--- src/verilog/mul_defs.svh ---
`ifndef MUL_DEFS_SVH
`define MUL_DEFS_SVH

// Operand width seen by the requester
`define MUL_OPND_W 16

// Each operand splits into two of these
`define MUL_HALF_W 8

// Full product width
`define MUL_PROD_W 32

// Bits per carry-lookahead group
`define CLA_GROUP_W 4

`endif

--- src/verilog/mul_pkg.sv ---
`include "mul_defs.svh"

package mul_pkg;

  typedef logic [`MUL_OPND_W-1:0]   opnd_t;
  typedef logic [`MUL_HALF_W-1:0]   half_t;
  typedef logic [2*`MUL_HALF_W-1:0] pp_t;
  typedef logic [`MUL_PROD_W-1:0]   prod_t;

  typedef struct packed {
    opnd_t a;
    opnd_t b;
  } operand_pair_t;

  typedef struct packed {
    half_t a_hi;
    half_t a_lo;
    half_t b_hi;
    half_t b_lo;
  } half_split_t;

  // Field names give the a half first, then the b half
  typedef struct packed {
    pp_t ll;
    pp_t lh;
    pp_t hl;
    pp_t hh;
  } pp_set_t;

  typedef enum logic [1:0] {
    ST_IDLE,
    ST_BUSY,
    ST_ACK
  } ctrl_state_t;

endpackage

--- src/verilog/array_mult8.sv ---
`timescale 1ns/100ps
`include "mul_defs.svh"

module array_mult8 (
  input  logic [`MUL_HALF_W-1:0]   a,
  input  logic [`MUL_HALF_W-1:0]   b,
  output logic [2*`MUL_HALF_W-1:0] p
);

  localparam int W = `MUL_HALF_W;

  // AND term t[i][j] has weight i+j
  logic [W-1:0][W-1:0] t;
  // Row sums, top column tied low
  logic [W-1:0][W:0]   s;
  logic [W-1:1][W-1:0] c;
  // Final carry row
  logic [W-1:0]        r;

  genvar i, j;
  generate
    for (i = 0; i < W; i++) begin : g_and_row
      assign t[i]    = a & {W{b[i]}};
      assign s[i][W] = 1'b0;
      assign p[i]    = s[i][0];
    end

    assign s[0][W-1:0] = t[0];

    for (i = 1; i < W; i++) begin : g_add_row
      for (j = 0; j < W; j++) begin : g_cell
        if (i == 1) begin : g_half
          assign s[i][j] = t[i][j] ^ s[i-1][j+1];
          assign c[i][j] = t[i][j] & s[i-1][j+1];
        end else begin : g_full
          assign s[i][j] = t[i][j] ^ s[i-1][j+1] ^ c[i-1][j];
          assign c[i][j] = (t[i][j] & s[i-1][j+1]) |
                           (c[i-1][j] & (t[i][j] ^ s[i-1][j+1]));
        end
      end
    end

    // Merge last sum and carry vectors into the upper byte
    assign r[0] = 1'b0;
    for (j = 0; j < W; j++) begin : g_final
      assign p[W+j] = s[W-1][j+1] ^ c[W-1][j] ^ r[j];
      if (j < W-1) begin : g_carry
        assign r[j+1] = (s[W-1][j+1] & c[W-1][j]) |
                        (r[j] & (s[W-1][j+1] ^ c[W-1][j]));
      end
    end
  endgenerate

endmodule

--- src/verilog/cla_adder32.sv ---
`timescale 1ns/100ps
`include "mul_defs.svh"

module cla_adder32 (
  input  logic [`MUL_PROD_W-1:0] a,
  input  logic [`MUL_PROD_W-1:0] b,
  output logic [`MUL_PROD_W-1:0] sum
);

  localparam int GW = `CLA_GROUP_W;
  localparam int NG = `MUL_PROD_W / `CLA_GROUP_W;

  logic [`MUL_PROD_W-1:0] p;
  logic [`MUL_PROD_W-1:0] g;
  // Top group drives no carry, so no group terms for it
  logic [NG-2:0]          grp_p;
  logic [NG-2:0]          grp_g;
  logic [NG-1:0]          grp_c;

  assign p = a ^ b;
  assign g = a & b;

  always_comb begin
    logic term;
    for (int k = 0; k < NG-1; k++) begin
      grp_p[k] = &p[k*GW +: GW];
      grp_g[k] = 1'b0;
      for (int i = 0; i < GW; i++) begin
        term = g[k*GW+i];
        for (int n = i+1; n < GW; n++) begin
          term = term & p[k*GW+n];
        end
        grp_g[k] = grp_g[k] | term;
      end
    end
  end

  // Second-level lookahead with carry-in of zero
  always_comb begin
    logic term;
    logic acc;
    grp_c[0] = 1'b0;
    for (int k = 1; k < NG; k++) begin
      acc = 1'b0;
      for (int m = 0; m < k; m++) begin
        term = grp_g[m];
        for (int n = m+1; n < k; n++) begin
          term = term & grp_p[n];
        end
        acc = acc | term;
      end
      grp_c[k] = acc;
    end
  end

  genvar gi;
  generate
    for (gi = 0; gi < NG; gi++) begin : g_grp
      cla_group4 u_grp (
        .p   (p[gi*GW +: GW]),
        .g   (g[gi*GW +: GW]),
        .cin (grp_c[gi]),
        .sum (sum[gi*GW +: GW])
      );
    end
  endgenerate

endmodule

module cla_group4 (
  input  logic [`CLA_GROUP_W-1:0] p,
  input  logic [`CLA_GROUP_W-1:0] g,
  input  logic                    cin,
  output logic [`CLA_GROUP_W-1:0] sum
);

  logic [`CLA_GROUP_W-1:0] c;

  // Every carry expanded straight from cin
  always_comb begin
    logic term;
    logic acc;
    c[0] = cin;
    for (int k = 1; k < `CLA_GROUP_W; k++) begin
      acc = cin;
      for (int n = 0; n < k; n++) begin
        acc = acc & p[n];
      end
      for (int m = 0; m < k; m++) begin
        term = g[m];
        for (int n = m+1; n < k; n++) begin
          term = term & p[n];
        end
        acc = acc | term;
      end
      c[k] = acc;
    end
  end

  assign sum = p ^ c;

endmodule

--- src/verilog/mul16_unit.sv ---
`timescale 1ns/100ps

module mul16_unit
  import mul_pkg::*;
(
  input  logic          clk,
  input  logic          rst_n,
  input  logic          req,
  input  operand_pair_t operands,
  output logic          ack,
  output prod_t         product
);

  logic        issue;
  half_split_t halves;
  logic        pp_valid;
  pp_set_t     pps;
  logic        done;

  mul_request_decode u_request (
    .clk      (clk),
    .rst_n    (rst_n),
    .req      (req),
    .operands (operands),
    .done     (done),
    .ack      (ack),
    .issue    (issue),
    .halves   (halves)
  );

  partial_product_stage u_pp (
    .clk      (clk),
    .rst_n    (rst_n),
    .issue    (issue),
    .halves   (halves),
    .pp_valid (pp_valid),
    .pps      (pps)
  );

  product_result u_result (
    .clk      (clk),
    .rst_n    (rst_n),
    .pp_valid (pp_valid),
    .pps      (pps),
    .done     (done),
    .product  (product)
  );

endmodule

--- src/verilog/mul_request_decode.sv ---
`timescale 1ns/100ps
`include "mul_defs.svh"

module mul_request_decode
  import mul_pkg::*;
(
  input  logic          clk,
  input  logic          rst_n,
  input  logic          req,
  input  operand_pair_t operands,
  input  logic          done,
  output logic          ack,
  output logic          issue,
  output half_split_t   halves
);

  ctrl_state_t   state;
  logic          req_q;
  logic          start;
  operand_pair_t opnd_q;

  assign start = (state == ST_IDLE) && req_q;
  assign ack   = (state == ST_ACK);

  always_ff @(posedge clk or negedge rst_n) begin
    if (!rst_n) begin
      req_q <= 1'b0;
      issue <= 1'b0;
      state <= ST_IDLE;
    end else begin
      req_q <= req;
      issue <= start;
      case (state)
        ST_IDLE: if (req_q) state <= ST_BUSY;
        ST_BUSY: if (done) state <= ST_ACK;
        ST_ACK:  if (!req_q) state <= ST_IDLE;
        default: state <= ST_IDLE;
      endcase
    end
  end

  // Operands are stable while req is held
  always_ff @(posedge clk) begin
    if (start) begin
      opnd_q <= operands;
    end
  end

  always_comb begin
    halves.a_hi = opnd_q.a[`MUL_OPND_W-1:`MUL_HALF_W];
    halves.a_lo = opnd_q.a[`MUL_HALF_W-1:0];
    halves.b_hi = opnd_q.b[`MUL_OPND_W-1:`MUL_HALF_W];
    halves.b_lo = opnd_q.b[`MUL_HALF_W-1:0];
  end

  // One issue per request seen while idle
  assert property (@(posedge clk) disable iff (!rst_n)
    issue |-> $past(state == ST_IDLE) && $past(req, 2) && state == ST_BUSY);

  // Entering ST_ACK raises ack, so the request must still be up
  assert property (@(posedge clk) disable iff (!rst_n)
    (state == ST_BUSY && done) |-> req);

endmodule

--- src/verilog/partial_product_stage.sv ---
`timescale 1ns/100ps

module partial_product_stage
  import mul_pkg::*;
(
  input  logic        clk,
  input  logic        rst_n,
  input  logic        issue,
  input  half_split_t halves,
  output logic        pp_valid,
  output pp_set_t     pps
);

  pp_set_t pp_comb;

  array_mult8 lxl (
    .a (halves.a_lo),
    .b (halves.b_lo),
    .p (pp_comb.ll)
  );

  array_mult8 lxh (
    .a (halves.a_lo),
    .b (halves.b_hi),
    .p (pp_comb.lh)
  );

  array_mult8 hxl (
    .a (halves.a_hi),
    .b (halves.b_lo),
    .p (pp_comb.hl)
  );

  array_mult8 hxh (
    .a (halves.a_hi),
    .b (halves.b_hi),
    .p (pp_comb.hh)
  );

  always_ff @(posedge clk or negedge rst_n) begin
    if (!rst_n) begin
      pp_valid <= 1'b0;
    end else begin
      pp_valid <= issue;
    end
  end

  // All four products captured together
  always_ff @(posedge clk) begin
    if (issue) begin
      pps <= pp_comb;
    end
  end

endmodule

--- src/verilog/product_result.sv ---
`timescale 1ns/100ps
`include "mul_defs.svh"

module product_result
  import mul_pkg::*;
(
  input  logic    clk,
  input  logic    rst_n,
  input  logic    pp_valid,
  input  pp_set_t pps,
  output logic    done,
  output prod_t   product
);

  prod_t base_sum;
  prod_t lh_shift;
  prod_t hl_shift;
  prod_t mid_sum;
  prod_t total;

  // hh and ll never overlap, so they just concatenate
  assign base_sum = {pps.hh, pps.ll};

  // Cross terms sit one byte up
  assign lh_shift = {{`MUL_HALF_W{1'b0}}, pps.lh, {`MUL_HALF_W{1'b0}}};
  assign hl_shift = {{`MUL_HALF_W{1'b0}}, pps.hl, {`MUL_HALF_W{1'b0}}};

  cla_adder32 u_add_lh (
    .a   (base_sum),
    .b   (lh_shift),
    .sum (mid_sum)
  );

  cla_adder32 u_add_hl (
    .a   (mid_sum),
    .b   (hl_shift),
    .sum (total)
  );

  always_ff @(posedge clk or negedge rst_n) begin
    if (!rst_n) begin
      done    <= 1'b0;
      product <= '0;
    end else begin
      done <= pp_valid;
      if (pp_valid) begin
        product <= total;
      end
    end
  end

  // Result stage is a fixed single cycle and the adders match a plain sum
  assert property (@(posedge clk) disable iff (!rst_n)
    done == $past(pp_valid) &&
    (!done || product == $past(base_sum + lh_shift + hl_shift)));

endmodule
--- config.mk ---
export PLATFORM = sky130hd
export DESIGN_NAME = mul16_unit
export DESIGN_NICKNAME = d
export VERILOG_FILES = /design/src/verilog/mul_pkg.sv /design/src/verilog/array_mult8.sv /design/src/verilog/cla_adder32.sv /design/src/verilog/mul16_unit.sv /design/src/verilog/mul_request_decode.sv /design/src/verilog/partial_product_stage.sv /design/src/verilog/product_result.sv
export VERILOG_INCLUDE_DIRS = /design/src /design/src/verilog
export SDC_FILE = /design/constraint.sdc
export NUM_CORES = 1
export LEC_CHECK = 0
export ABC_AREA = 1
export BUFFER_PORTS_ARGS = -buffer_cell sky130_fd_sc_hd__buf_2
export CAP_MARGIN = 5
export CORE_ASPECT_RATIO = 1.5
export CORE_MARGIN = 10
export CORE_UTILIZATION = 47
export CTS_CLUSTER_SIZE = 12
export DETAILED_ROUTE_END_ITERATION = 8
export PLACE_DENSITY_LB_ADDON = 0.1
export RECOVER_POWER = 50
export SLEW_MARGIN = 30
export SYNTH_ARGS = -nofsm -noshare
export SYNTH_HDL_FRONTEND = slang
export SYNTH_SLANG_ARGS = --single-unit
--- constraint.sdc ---
create_clock -name clk -period 6.2 [get_ports clk]
set_clock_uncertainty 0.1 [all_clocks]
set_input_delay 1.24 -clock clk [delete_from_list [all_inputs] [get_ports clk]]
set_output_delay 1.24 -clock clk [all_outputs]
set_load 0.01 [all_outputs]
==> flow_metrics.env <==
export IMPL_cpPeakStageDelay_ns=0.53
export IMPL_report_final_setup_viol=10
export IMPL_worstPathArrival_ns=6.60
export IMPL_cts_tree="built"
export IMPL_status="finished, violations left"
export IMPL_cts_buffers=17
export IMPL_cts_hold_buffers=0
export IMPL_syn_area_mm2=0.0122
export IMPL_ys_types=29
export IMPL_syn_to_final_growth_pct=14.6
export IMPL_synth_most_common_cell="nand2_1"
export IMPL_yosysTopAreaCell="fa_1"
export IMPL_grt_ovfl_total=0
export IMPL_drtPass1Iterations=4
export IMPL_io_buffers=67
export IMPL_crit_type="reg -> reg"
export IMPL_ant_nets=0
export IMPL_hold_class="reg -> reg"
export IMPL_hold_viol=0
export IMPL_cts_max_level=4
export IMPL_r2r_start="u_request.halves[0]$_DFFE_PP_"
export IMPL_fin_ws_ns=-0.318
export IMPL_critPathRequiredTime_ns=6.29
export IMPL_drtIter0Drc=223
export IMPL_dp_hpwl_um=18800
export IMPL_grt_pass1_vias=8029
export IMPL_cp_num_cells=18
export IMPL_ff2ff_setup_slack_ns=-0.32
export IMPL_antenna_found_initial=0
export IMPL_grt_pass1_wl_um=39600
export IMPL_clk_path_buf_depth=2
export IMPL_report_final_slew_viol_count=140
export IMPL_place_congestion=0.805
export IMPL_ys_warn_count=0
export IMPL_critPathLaunchType="flop"
export IMPL_nets=1623
export IMPL_yosys_top_cells_area="fa_1, edfxtp_1, nand2_1"
export IMPL_yosysTopAreaCellShare=0.327
export IMPL_critPathCapture="u_pp.pps[30]$_DFFE_PP_"
export IMPL_slew_limit_headroom=-1.41
export IMPL_syn_nets=1542
export IMPL_fin_crit_sh=1.05
export IMPL_track_usage=0.155
export IMPL_ys_ff_latch=134
export IMPL_synth_edf_count=96
export IMPL_clkTransAtPathRegs_ns=0.06
export IMPL_num_rows=72
export IMPL_crit_path_end_kind="flop"
export IMPL_clk_insertion_delay_late_ns=0.44
export IMPL_rsz0062_at_grt="true"
export IMPL_r2r_cells=18
export IMPL_final_layout_size_suffix_gt1_frac=0.195
export IMPL_synth_seq_area_share=0.313
export IMPL_async_reset_ff_frac=0.284
export IMPL_synthCells=1223
export IMPL_fmax_ghz=0.153
export IMPL_holdWs_ns=0.343
export IMPL_critical_path_startpoint="u_request.halves[0]$_DFFE_PP_"
export IMPL_initial_core_util=0.475
export IMPL_failed_checks="max-capacitance violations, max-slew violations, negative setup slack"
export IMPL_final_cell_area_mm2=0.0140
export IMPL_yosys_top_cells_count="nand2_1, inv_1, fa_1"
export IMPL_place_ws_ns=-0.420
export IMPL_totalWireLength_um=23600
export IMPL_crit_family="adder cells"
export IMPL_die_x_um=152
export IMPL_vias=7632
export IMPL_slowest_stage="edfxtp_1"
export IMPL_grt_max_degree=66
export IMPL_io_pins=68
export IMPL_wl_per_cell_um=14.3
export IMPL_worst_pin_slew_ns=3.62
export IMPL_drc_errors=0
export IMPL_place_area_mm2=0.0133
export IMPL_path_buf_inv=3
export IMPL_crit_chain="nand2_1 -> inv_2 -> ha_4 -> inv_2 -> fa_2 -> fa_2 -> fa_2 -> fa_1 -> fa_1 -> inv_1 -> fa_1 -> ha_2 -> fa_2 -> fa_2 -> fa_2 -> fa_2 -> fa_2 -> fa_2"
export IMPL_die_area_mm2=0.0330
export IMPL_cts_sinks=134
export IMPL_antennaDiodeCount=0
export IMPL_ys_flop_type="edfxtp_1"
export IMPL_viasPerCell=4.63
export IMPL_cp_max_fo=5
export IMPL_design_core_area_mm2=0.0258
export IMPL_cap_violations=3
export IMPL_r2r_end="u_pp.pps[30]$_DFFE_PP_"
export IMPL_die_y_um=218
export IMPL_avgSynthCellArea_um2=10.0
export IMPL_crit_top_cell="fa_2"
export IMPL_post_route_min_period_ns=6.52
export IMPL_root_buffer="clkbuf_16"
==> kinds of logic (layout without fill, tap and decap cells) <==
kind of cell,count (synthesis),in the layout,synth area share
and+or+nand+nor,412,412,0.136
buffers and inverters,340,434,0.108
adders and majority gates,284,284,0.413
DFF,134,134,0.313
AOI/OAI and AO/OA,30,30,0.0137
xor gates and xnor gates,23,23,0.0165
==> flip-flops by register name, indices dropped and copies added (netlist names) <==
name	cells
u_request.state	2
u_pp.pp_valid	1
u_request.halves	32
u_pp.pps	64
u_result.done	1
u_request.issue	1
u_request.req_q	1
u_result.product	32
==> cells in the final DEF (no fill, tap or decap), drive strengths merged, types with 3 or more instances in the layout <==
cell type  count
nand4          3
xor2          15
xnor2          8
nand3         19
ha            84
fa           200
nand2        374
buf          126
clkinvlp       4
clkinv         7
clkbuf        25
edfxtp        96
o21ai         14
a21oi         10
nand3b         5
nor2           9
dfrtp         38
inv          270
==> worst min path at each step <==
| stage | start | end | slack [ns] | depth (start not counted) |
|---|---|---|---|---|
| 3_3_place_gp | u_pp.pps[55]$_DFFE_PP_ | u_result.product[7]$_DFFE_PN0P_ | 0.33 | 2 |
| 5_1_grt | u_pp.pps[55]$_DFFE_PP_ | u_result.product[7]$_DFFE_PN0P_ | 0.36 | 2 |
| 6_report | u_pp.pps[55]$_DFFE_PP_ | u_result.product[7]$_DFFE_PN0P_ | 0.34 | 2 |
| 4_1_cts | u_pp.pps[49]$_DFFE_PP_ | u_result.product[1]$_DFFE_PN0P_ | 0.35 | 2 |
| 2_1_floorplan | u_pp.pp_valid$_DFF_PN0_ | u_result.done$_DFF_PN0_ | 0.31 | 0 |
| 3_5_place_dp | u_pp.pps[49]$_DFFE_PP_ | u_result.product[1]$_DFFE_PN0P_ | 0.33 | 2 |
==> stage by stage <==
step | util | setup TNS [ns] | instances
after floorplan | - | -1.39 | 1223
after global placement | 0.515 | -2.34 | 1607
after detailed placement | 0.515 | -2.94 | 1607
after CTS | 0.541 | -2.31 | 1646
after global routing | 0.544 | -3.65 | 1650
final | 0.544 | -1.94 | 1650
==> worst min-delay path: stages (launching register included) <==
cell and delay [ns]:
edfxtp_1 0.32, nand2_1 0.05, nand2_1 0.05
==> what timing repair did <==
action,4_1_cts,5_1_grt
cloned,0,0
buffers inserted,7,4
gates resized for setup,19,19
pin swaps,6,20
endpoints found under the setup margin,12,12
==> layer usage <==
metal	track usage	up-vias	routed length (um)
li1	-	3755	-
met1	0.197	3744	10400
met2	0.250	104	11800
met3	0.0260	29	738
met4	0.0755	0	702
met5	0	-	0
==> cell type report <==
| type | count | area (um^2) |
|---|---|---|
| inverter | 270 | 1010 |
| tap | 333 | 417 |
| multi-input combinational | 749 | 7320 |
| sequential | 134 | 3830 |
| fill | 2367 | 11700 |
| clock inverter | 13 | 131 |
| clock buffer | 19 | 453 |
| timing repair buffer | 132 | 853 |
Power is not shown: default switching activity piles up to over one toggle a cycle in this logic, so the estimate is an artifact.
